[src/seg_display_params.svh]
`ifndef SEG_DISPLAY_PARAMS_SVH
`define SEG_DISPLAY_PARAMS_SVH

// Clock cycles spent in each refresh state
`define SEG_PRESCALE_DEFAULT 4

// Digits on the display
`define SEG_DIGITS 4

// Anodes and segments are active low
`define SEG_ANODES_OFF {`SEG_DIGITS{1'b1}}
`define SEG_BLANK 7'h7F

`endif

[src/seg_display_pkg.sv]
`include "seg_display_params.svh"

package seg_display_pkg;

  // Refresh counter, four states per digit
  typedef logic [3:0] refresh_state_t;

  typedef logic [$clog2(`SEG_DIGITS)-1:0] digit_sel_t;

  typedef logic [3:0] nibble_t;

  // Bit 0 is segment a, bit 6 is segment g
  typedef logic [6:0] segments_t;

  typedef logic [`SEG_DIGITS-1:0] anodes_t;

  // Digit 0 in the low nibble
  typedef logic [4*`SEG_DIGITS-1:0] display_word_t;

  // Low two bits of the refresh state
  typedef enum logic [1:0]
  {
    PH_LEAD = 2'd0,
    PH_PREP = 2'd1,
    PH_ON   = 2'd2,
    PH_TAIL = 2'd3
  } refresh_phase_t;

endpackage

[src/digit_source.sv]
`timescale 1ns/1ps
`include "seg_display_params.svh"

module digit_source (
  input  logic                           clk,
  input  logic                           rst_n,
  input  logic                           load,
  input  seg_display_pkg::display_word_t word,
  input  seg_display_pkg::digit_sel_t    sel,
  output seg_display_pkg::segments_t     seg_raw
);

  import seg_display_pkg::*;

  display_word_t word_q;
  nibble_t       nibble;

  // Word register, new value shows from the cycle after load
  always_ff @(posedge clk or negedge rst_n)
  begin
    if (!rst_n)
    begin
      word_q <= '0;
    end
    else if (load)
    begin
      word_q <= word;
    end
  end

  assign nibble = word_q[{sel, 2'b00} +: 4];

  // Hex to seven segments, active low, a in bit 0
  always_comb
  begin
    case (nibble)
      4'h0:    seg_raw = 7'h40;
      4'h1:    seg_raw = 7'h79;
      4'h2:    seg_raw = 7'h24;
      4'h3:    seg_raw = 7'h30;
      4'h4:    seg_raw = 7'h19;
      4'h5:    seg_raw = 7'h12;
      4'h6:    seg_raw = 7'h02;
      4'h7:    seg_raw = 7'h78;
      4'h8:    seg_raw = 7'h00;
      4'h9:    seg_raw = 7'h10;
      4'hA:    seg_raw = 7'h08;
      4'hB:    seg_raw = 7'h03; // Lower case b
      4'hC:    seg_raw = 7'h46;
      4'hD:    seg_raw = 7'h21; // Lower case d
      4'hE:    seg_raw = 7'h06;
      4'hF:    seg_raw = 7'h0E;
      default: seg_raw = `SEG_BLANK;
    endcase
  end

endmodule

[src/led_state_driver.sv]
`timescale 1ns/1ps
`include "seg_display_params.svh"

module led_state_driver (
  input  seg_display_pkg::refresh_state_t state,
  output seg_display_pkg::digit_sel_t     sel,
  output seg_display_pkg::anodes_t        anodes_raw
);

  import seg_display_pkg::*;

  refresh_phase_t phase;

  // Upper bits pick the digit, lower bits the phase within it
  assign sel   = digit_sel_t'(state[3:2]);
  assign phase = refresh_phase_t'(state[1:0]);

  // Only PH_ON lights an anode, the other three phases are guard time.
  // The digit source already sees sel during PH_LEAD and PH_PREP, so the
  // segment pattern has settled before the anode turns on.
  always_comb
  begin
    anodes_raw = `SEG_ANODES_OFF;
    unique case (phase)
      PH_LEAD:
      begin
        anodes_raw = `SEG_ANODES_OFF;
      end
      PH_PREP:
      begin
        anodes_raw = `SEG_ANODES_OFF;
      end
      PH_ON:
      begin
        for (int k = 0; k < `SEG_DIGITS; k++)
        begin
          anodes_raw[k] = (sel != digit_sel_t'(k)); // Active low
        end
      end
      PH_TAIL:
      begin
        anodes_raw = `SEG_ANODES_OFF;
      end
      default:
      begin
        anodes_raw = `SEG_ANODES_OFF;
      end
    endcase
  end

endmodule

[src/seg_display_top.sv]
`timescale 1ns/1ps
`include "seg_display_params.svh"

module seg_display_top (
  input  logic                           clk,
  input  logic                           rst_n,
  input  logic                           load,
  input  seg_display_pkg::display_word_t word,
  output seg_display_pkg::anodes_t       an,
  output seg_display_pkg::segments_t     seg
);

  import seg_display_pkg::*;

  refresh_state_t state;
  digit_sel_t     sel;
  anodes_t        anodes_raw;
  segments_t      seg_raw;

  seg_refresh_timer #(
    .PRESCALE (`SEG_PRESCALE_DEFAULT)
  ) u_timer (
    .clk   (clk),
    .rst_n (rst_n),
    .state (state)
  );

  // Combinational decode of the refresh state
  led_state_driver u_driver (
    .state      (state),
    .sel        (sel),
    .anodes_raw (anodes_raw)
  );

  digit_source u_digits (
    .clk     (clk),
    .rst_n   (rst_n),
    .load    (load),
    .word    (word),
    .sel     (sel),
    .seg_raw (seg_raw)
  );

  // Pins are registered here
  seg_output_stage u_out (
    .clk        (clk),
    .rst_n      (rst_n),
    .anodes_raw (anodes_raw),
    .seg_raw    (seg_raw),
    .an         (an),
    .seg        (seg)
  );

endmodule

[src/seg_output_stage.sv]
`timescale 1ns/1ps
`include "seg_display_params.svh"

module seg_output_stage (
  input  logic                       clk,
  input  logic                       rst_n,
  input  seg_display_pkg::anodes_t   anodes_raw,
  input  seg_display_pkg::segments_t seg_raw,
  output seg_display_pkg::anodes_t   an,
  output seg_display_pkg::segments_t seg
);

  import seg_display_pkg::*;

  logic     all_off;
  segments_t seg_next;

  assign all_off  = (anodes_raw == `SEG_ANODES_OFF);
  assign seg_next = all_off ? `SEG_BLANK : seg_raw; // Dark between digits

  // Both paths share one register stage so they stay aligned
  always_ff @(posedge clk or negedge rst_n)
  begin
    if (!rst_n)
    begin
      an  <= `SEG_ANODES_OFF;
      seg <= `SEG_BLANK;
    end
    else
    begin
      an  <= anodes_raw;
      seg <= seg_next;
    end
  end

  // Never two digits driven at once
  a_one_anode: assert property (@(posedge clk) disable iff (!rst_n)
    $onehot0(~an));

  a_blank_when_dark: assert property (@(posedge clk) disable iff (!rst_n)
    (an == `SEG_ANODES_OFF) |-> (seg == `SEG_BLANK));

endmodule

[src/seg_refresh_timer.sv]
`timescale 1ns/1ps
`include "seg_display_params.svh"

module seg_refresh_timer #(
  parameter int PRESCALE = `SEG_PRESCALE_DEFAULT
) (
  input  logic                            clk,
  input  logic                            rst_n,
  output seg_display_pkg::refresh_state_t state
);

  import seg_display_pkg::*;

  // Keep at least one bit for PRESCALE of 1
  localparam int CW = (PRESCALE > 1) ? $clog2(PRESCALE) : 1;

  logic [CW-1:0] pre_cnt;
  logic          wrap;

  assign wrap = (pre_cnt == CW'(PRESCALE - 1));

  // Prescaler
  always_ff @(posedge clk or negedge rst_n)
  begin
    if (!rst_n)
    begin
      pre_cnt <= '0;
    end
    else if (wrap)
    begin
      pre_cnt <= '0;
    end
    else
    begin
      pre_cnt <= pre_cnt + 1'b1;
    end
  end

  // State steps once per prescaler wrap, 15 rolls over to 0
  always_ff @(posedge clk or negedge rst_n)
  begin
    if (!rst_n)
    begin
      state <= '0;
    end
    else if (wrap)
    begin
      state <= refresh_state_t'(state + 1'b1);
    end
  end

  a_prescale_min: assert property (@(posedge clk) PRESCALE >= 1);

  a_step_on_wrap: assert property (@(posedge clk) disable iff (!rst_n)
    $changed(state) |-> $past(wrap));

endmodule

[config.mk]
export PLATFORM = sky130hd
export DESIGN_NAME = seg_display_top
export DESIGN_NICKNAME = d
export VERILOG_FILES = /design/src/seg_display_pkg.sv /design/src/digit_source.sv /design/src/led_state_driver.sv /design/src/seg_display_top.sv /design/src/seg_output_stage.sv /design/src/seg_refresh_timer.sv
export VERILOG_INCLUDE_DIRS = /design/src
export SDC_FILE = /design/constraint.sdc
export NUM_CORES = 1
export LEC_CHECK = 0
export BUFFER_PORTS_ARGS = -buffer_cell sky130_fd_sc_hd__buf_2
export CAP_MARGIN = 20
export CORE_ASPECT_RATIO = 1.25
export CORE_MARGIN = 1
export CORE_UTILIZATION = 30
export DETAILED_ROUTE_END_ITERATION = 16
export HOLD_SLACK_MARGIN = 0.03
export PLACE_DENSITY = 0.49
export SYNTH_ARGS = -nofsm -noshare
export SYNTH_HDL_FRONTEND = slang
export SYNTH_SLANG_ARGS = --single-unit
[constraint.sdc]
create_clock -name clk -period 2.3 [get_ports clk]
set_input_delay 0.115 -clock clk [delete_from_list [all_inputs] [get_ports clk]]
set_output_delay 0.115 -clock clk [all_outputs]
set_load 0.05 [all_outputs]
==> results.sh, run 1 <==
export IMPL_dieArea_sq_mm=0.00558
export IMPL_grt_ovfl_total=0
export IMPL_start_util_pct=31.2
export IMPL_period_share_pct=89.4
export IMPL_crit_path_frequent_cell="inv_1"
export IMPL_rr_worst_depth=6
export IMPL_synth_distinct_cells=31
export IMPL_root_buffer="clkbuf_8"
export IMPL_avgSynthCellArea_sq_um=14.1
export IMPL_finalInstanceArea_sq_mm=0.00188
export IMPL_netlist_area_leader_share_pct=34.8
export IMPL_total_power_mw=1.23
export IMPL_via_per_inst=4.61
export IMPL_post_cts_resized=0
export IMPL_regToRegEndpoint="u_out.seg[1]$_DFF_PN1_"
export IMPL_status="finished clean"
export IMPL_startpoint="u_timer.state[2]$_DFFE_PN0P_"
export IMPL_cts_tree="yes"
export IMPL_antenna_found_initial=0
export IMPL_clk_pin_slew_worst_paths_ps=70
export IMPL_syn2layout_area_growth_pct=18.4
export IMPL_max_freq_mhz=486
export IMPL_syn_nets=140
export IMPL_finalHoldViolCount=0
export IMPL_ctsLongestPathBuffers=2
export IMPL_ant_nets=0
export IMPL_place_hpwl_microns=1960
export IMPL_fin_crit_ps=2060
export IMPL_p_leak_nw=0.811
export IMPL_grt_pass1_wl_microns=4630
export IMPL_start_kind="flip-flop"
export IMPL_peakVddDrop_mv=0.319
export IMPL_ys_seq_area_share_pct=53.0
export IMPL_drc=0
export IMPL_grt_max_degree=34
export IMPL_crit_chain="mux4_1 -> inv_1 -> ha_1 -> inv_1 -> mux2_2 -> o21ai_1"
export IMPL_path_max_fanout=6
export IMPL_num_io_pins=30
export IMPL_grt_pass1_vias=974
export IMPL_htreeDepth=2
export IMPL_port_buffers=29
export IMPL_grt_usage_pct=11.2
export IMPL_post_cts_buffers=0
export IMPL_path_class="reg2reg"
export IMPL_dieWidth_microns=67.0
export IMPL_rsz0062_at_grt="no"
export IMPL_critPathCaptureType="flip-flop"
export IMPL_fp_dieH_microns=83.2
export IMPL_slowest_stage="mux4_1"
export IMPL_diodes=0
export IMPL_yosysWarnings=0
export IMPL_max_stage_delay_ps=710
export IMPL_numCtsBuffers=5
export IMPL_layout_drive_gt1_share_pct=48.6
export IMPL_gp_congestion=0.753
export IMPL_endpoint="u_out.seg[1]$_DFF_PN1_"
export IMPL_final_common_cell="buf_2"
export IMPL_setup_viol=0
export IMPL_drt_wl_total_microns=2680
export IMPL_final_cell_mix="buf_2 (29), dfrtp_1 (22), mux2_2 (17)"
export IMPL_fin_setup_tns_ps=0
export IMPL_p_per_area_mw_per_mm2=658
export IMPL_netlist_top_cell_by_area="dfrtp_1"
export IMPL_clock_sinks=33
export IMPL_holdCritPathClass="in2reg"
export IMPL_synthesis_area_sq_mm=0.00158
export IMPL_r2r_slack_ps=240
export IMPL_placementRows=29
export IMPL_drt_iter0_markers=16
export IMPL_wl_per_cell_microns=13.0
export IMPL_required_ps=2510
export IMPL_r2r_start="u_timer.state[2]$_DFFE_PN0P_"
export IMPL_drv_cap=0
export IMPL_finClkSkew_ps=5.76
export IMPL_first_pass_iters=4
export IMPL_worst_slew_pin_slew_ps=717
export IMPL_insertion_delay_ps=280
export IMPL_place_ws_ps=249
export IMPL_arrival_ps=2260
export IMPL_worst_slack_ps=244
export IMPL_ys_ff_latch=33
export IMPL_synth_area_leaders="dfrtp_1 (35%), dfstp_2 (18%), mux2_2 (12%), ha_1 (7.1%), mux4_2 (4.3%)"
export IMPL_vias=950
export IMPL_nets=171
export IMPL_slew_headroom_pct=52.2
export IMPL_core_region_area_sq_mm=0.00508
export IMPL_place_area_sq_mm=0.00176
export IMPL_synth_cells=112
export IMPL_slew_viol_final=0
-- metrics by stage --
| step | hold WS [ps] | util, % | std cells |
|---|---|---|---|
| global placement | 213 | 34.7 | 197 |
| global route | 55.8 | 36.9 | 206 |
| CTS | 56.9 | 36.9 | 206 |
| floorplan | -181 | - | 112 |
| detailed placement | 218 | 34.7 | 197 |
| finish | 70.2 | 36.9 | 206 |
-- metal layers --
layer	global-route usage (%)	vias to the layer above	wire length, microns
met5	0	-	0
met4	5.22	0	56
met3	3.85	7	163
met2	17.4	30	1330
met1	13.6	460	1130
li1	-	453	-
-- flip-flops by register name, indices dropped and copies added (netlist names) --
| name | cells |
|---|---|
| u_out.an | 4 |
| u_timer.pre_cnt | 2 |
| u_digits.word_q | 16 |
| u_out.seg | 7 |
| u_timer.state | 4 |
-- final cells by class --
| class | instances | area (sq um) |
|---|---|---|
| Inverter | 9 | 33.8 |
| Sequential cell | 33 | 840 |
| Tap cell | 62 | 77.6 |
| Timing Repair Buffer | 31 | 163 |
| Clock inverter | 1 | 5.00 |
| Fill cell | 519 | 3200 |
| Clock buffer | 7 | 96.3 |
| Multi-Input combinational cell | 63 | 661 |
-- cell usage after synthesis --
cell and instances:
dfstp_2 11, xor2_1 1, nand3_1 1, clkbuf_1 2
or3_1 2, o221ai_1 3, or2b_1 1, o211ai_1 1
buf_6 3, and2_0 1, nand4_1 1, mux2i_1 6
dfrtp_1 22, a22oi_1 1, ha_1 9, nor4b_1 1
a311oi_1 1, xnor2_1 3, mux4_2 3, nand2_1 2
nand2b_1 1, a31oi_1 1, nand3b_1 2, nor2_1 2
nor4b_4 1, buf_1 1, inv_1 9, mux2_2 17
buf_2 1, o21ai_1 1, mux4_1 1
-- power by group --
group / leakage [nW] / internal (mW) / switching, mW
clock network: 0.0542 / 0.270 / 0.196
registers: 0.372 / 0.610 / 0.0146
logic: 0.385 / 0.0735 / 0.0711
total: 0.811 / 0.953 / 0.281
-- what timing repair did --
action,CTS,global route
endpoints found under the hold margin,22,0
setup endpoints to repair,0,0
hold buffers,1,0
-- critical path, delay by kind of cell, from the launching register on --
kind | cells | cell delay [ps]
AO/OA/AOI/OAI | 1 | 150
adder cells (fa/ha/maj) | 1 | 160
buffers and inverters | 2 | 230
flip-flops | 1 | 490
multiplexers | 2 | 960
-- cells by family after synthesis --
group / after synthesis / share of synthesized area (%)
AOI/OAI and AO/OA: 8 / 3.87
xor gates and xnor gates: 4 / 2.21
adders and majority gates: 9 / 7.11
buffers and inverters: 16 / 5.29
DFF: 33 / 53.0
and+or+nand+nor: 15 / 6.71
muxes: 27 / 21.8
-- worst min-delay path by stage --
stage,startpoint,to,cells after the start
after global placement,rst_n,u_digits.word_q[5]$_DFFE_PN0P_,1
after detailed placement,rst_n,u_timer.state[3]$_DFFE_PN0P_,1
after floorplan,rst_n,u_digits.word_q[0]$_DFFE_PN0P_,0
after global routing,word[9],u_digits.word_q[9]$_DFFE_PN0P_,2
after CTS,word[1],u_digits.word_q[1]$_DFFE_PN0P_,2
final,word[13],u_digits.word_q[13]$_DFFE_PN0P_,2
No activity file was read; power rests on OpenSTA's default activity.
==> run 2: changes to the inputs <==
--- a/config.mk
+++ b/config.mk
@@ -6,14 +6,14 @@
 export SDC_FILE = /design/constraint.sdc
 export NUM_CORES = 1
 export LEC_CHECK = 0
-export BUFFER_PORTS_ARGS = -buffer_cell sky130_fd_sc_hd__buf_2
 export CAP_MARGIN = 20
 export CORE_ASPECT_RATIO = 1.25
 export CORE_MARGIN = 1
 export CORE_UTILIZATION = 30
 export DETAILED_ROUTE_END_ITERATION = 16
+export DONT_BUFFER_PORTS = 1
 export HOLD_SLACK_MARGIN = 0.03
-export PLACE_DENSITY = 0.49
+export PLACE_DENSITY = 0.45
 export SYNTH_ARGS = -nofsm -noshare
 export SYNTH_HDL_FRONTEND = slang
 export SYNTH_SLANG_ARGS = --single-unit
==> run 2 against run 1 <==
  * Clock power fell by 12%
  * Global-route usage up 1.6 points
  * Count of clock-buffer cells in the layout down 1
  * Flip-flop and latch count is the same
  * Design area grew 9.4%
  * Maximum frequency grew 0.76%
  * Clock skew down 4.9 ps
  * First-iteration DRC count rose to 4.3 times the previous value
  * Critical path depth unchanged
  * Sequential share of layout area decreased by 3.8 points
  * Largest cell class unchanged
  * Largest power group unchanged
  * Highest routed layer unchanged
==> results.sh, run 2 (same netlist as run 1, synthesis figures left out) <==
export IMPL_status="finished clean"
export IMPL_worst_slew_pin_slew_ps=341
export IMPL_r2r_start="u_timer.state[2]$_DFFE_PN0P_"
export IMPL_slowest_stage="mux4_1"
export IMPL_finClkSkew_ps=0.853
export IMPL_reg_top3="u_digits.word_q (16), u_out.seg (7)"
export IMPL_nFillCells=501
export IMPL_antenna_found_initial=0
export IMPL_multi_input_area_sq_um=661
export IMPL_clk_pin_slew_worst_paths_ps=60
export IMPL_insertion_delay_ps=280
export IMPL_ant_nets=0
export IMPL_layout_drive_gt1_share_pct=27.7
export IMPL_peakVddDrop_mv=0.356
export IMPL_cts_tree="yes"
export IMPL_wl_per_cell_microns=14.3
export IMPL_fin_setup_tns_ps=0
export IMPL_path_class="reg2reg"
export IMPL_syn2layout_area_growth_pct=29.5
export IMPL_met2_usage_pct=20.7
export IMPL_placed_cells=168
export IMPL_drv_cap=0
export IMPL_grt_pass1_vias=1068
export IMPL_clock_sinks=33
export IMPL_rsz0062_at_grt="no"
export IMPL_vias=999
export IMPL_fin_crit_ps=2040
export IMPL_startpoint="u_timer.state[2]$_DFFE_PN0P_"
export IMPL_r2r_slack_ps=260
export IMPL_drt_wl_total_microns=3000
export IMPL_placementRows=29
export IMPL_grt_usage_pct=12.8
export IMPL_slew_viol_final=0
export IMPL_holdWs_ps=318
export IMPL_critPathBufInv=2
export IMPL_place_hpwl_microns=1980
export IMPL_gp_congestion=0.772
export IMPL_via_per_inst=4.76
export IMPL_place_ws_ps=268
export IMPL_fin_util_pct=40.4
export IMPL_first_pass_iters=4
export IMPL_seqCellArea_sq_um=840
export IMPL_drc=0
export IMPL_path_max_fanout=8
export IMPL_grt_most_used_layer="met2"
export IMPL_holdCritPathClass="in2async"
export IMPL_setup_viol=0
export IMPL_max_stage_delay_ps=720
export IMPL_largest_register="u_digits.word_q"
export IMPL_use_met3_pct=4.40
export IMPL_grt_ovfl_total=0
export IMPL_crit_chain="mux4_1 -> inv_1 -> ha_1 -> inv_1 -> mux2_2 -> o21ai_1"
export IMPL_p_leak_nw=0.850
export IMPL_ctsLongestPathBuffers=2
export IMPL_worst_slack_ps=259
export IMPL_dieWidth_microns=67.0
export IMPL_core_region_area_sq_mm=0.00508
export IMPL_gr_usage_met1_pct=14.4
export IMPL_dieArea_sq_mm=0.00558
export IMPL_final_cell_mix="dlygate4sd3_1 (33), dfrtp_1 (22), mux2_2 (17)"
export IMPL_p_per_area_mw_per_mm2=600
export IMPL_critPathTopFamily="multiplexers"
export IMPL_rr_worst_depth=6
export IMPL_grt_pass1_wl_microns=5170
export IMPL_slew_headroom_pct=77.3
export IMPL_port_buffers=0
export IMPL_htreeDepth=2
export IMPL_finalHoldViolCount=0
export IMPL_period_share_pct=88.7
export IMPL_max_freq_mhz=490
export IMPL_start_kind="flip-flop"
export IMPL_critPathCaptureType="flip-flop"
export IMPL_diodes=0
export IMPL_start_util_pct=31.2
export IMPL_regToRegEndpoint="u_out.seg[1]$_DFF_PN1_"
export IMPL_required_ps=2510
export IMPL_crit_path_frequent_cell="inv_1"
export IMPL_final_common_cell="dlygate4sd3_1"
export IMPL_nets=175
export IMPL_numCtsBuffers=5
export IMPL_root_buffer="clkbuf_8"
export IMPL_instances_no_fill=210
export IMPL_largest_reg_flops=16
export IMPL_grt_max_degree=34
export IMPL_drt_iter0_markers=68
export IMPL_arrival_ps=2250
export IMPL_num_io_pins=30
export IMPL_fp_dieH_microns=83.2
-- run 2: cell types whose count changed in the layout (fill, tap and decap cells not counted), sizes merged --
cell / delta
clkinv: +1
buf: -28
clkbuf: -1
dlygate4sd3: +32
-- run 2: area by class of cell --
cell class / instances / area share, %
flip-flops and latches: 33 / 40.9
repair buffers: 35 / 17.4
clock inverters: 2 / 0.488
well taps: 62 / 3.78
clock buffers: 6 / 3.54
inverters: 9 / 1.65
multi-input cells: 63 / 32.2
-- run 2: per-layer routing --
| layer | wire length (microns) | up-vias |
|---|---|---|
| met1 | 1200 | 498 |
| met3 | 129 | 7 |
| met5 | 0 | - |
| li1 | - | 463 |
| met4 | 82 | 0 |
| met2 | 1590 | 31 |
-- run 2: how the worst max path moves through the flow --
stage / to / slack [ps] / cells past startpoint
detailed placement: u_out.seg[1]$_DFF_PN1_ / 270 / 6
finish: u_out.seg[1]$_DFF_PN1_ / 260 / 6
global route: u_out.seg[0]$_DFF_PN1_ / 130 / 6
floorplan: u_out.seg[1]$_DFF_PN1_ / 470 / 7
CTS: u_out.seg[1]$_DFF_PN1_ / 250 / 6
global placement: u_out.seg[1]$_DFF_PN1_ / 300 / 6
-- run 2: where the power goes --
| group | internal (mW) | total (mW) | switching [mW] |
|---|---|---|---|
| sequential | 0.610 | 0.626 | 0.0163 |
| clock | 0.209 | 0.410 | 0.201 |
| combinational | 0.120 | 0.194 | 0.0747 |
-- run 2: worst reg2reg max path: stages (launching register included) --
cell	delay, ps
dfrtp_1	490
mux4_1	720
inv_1	190
ha_1	160
inv_1	50
mux2_2	250
o21ai_1	120
-- run 2: metrics by stage --
step	area (sq um)	total power [mW]
2_1_floorplan	1580	0.738
3_3_place_gp	1620	0.747
3_5_place_dp	1620	0.752
4_1_cts	2050	1.25
5_1_grt	2050	1.31
6_report	2050	1.23
-- run 2: timing repair --
| item | 4_1_cts | 5_1_grt |
|---|---|---|
| endpoints found under the hold margin | 49 | 0 |
| resized for setup | 0 | 0 |
| buffers inserted | 0 | 0 |
| hold buffers | 34 | 0 |
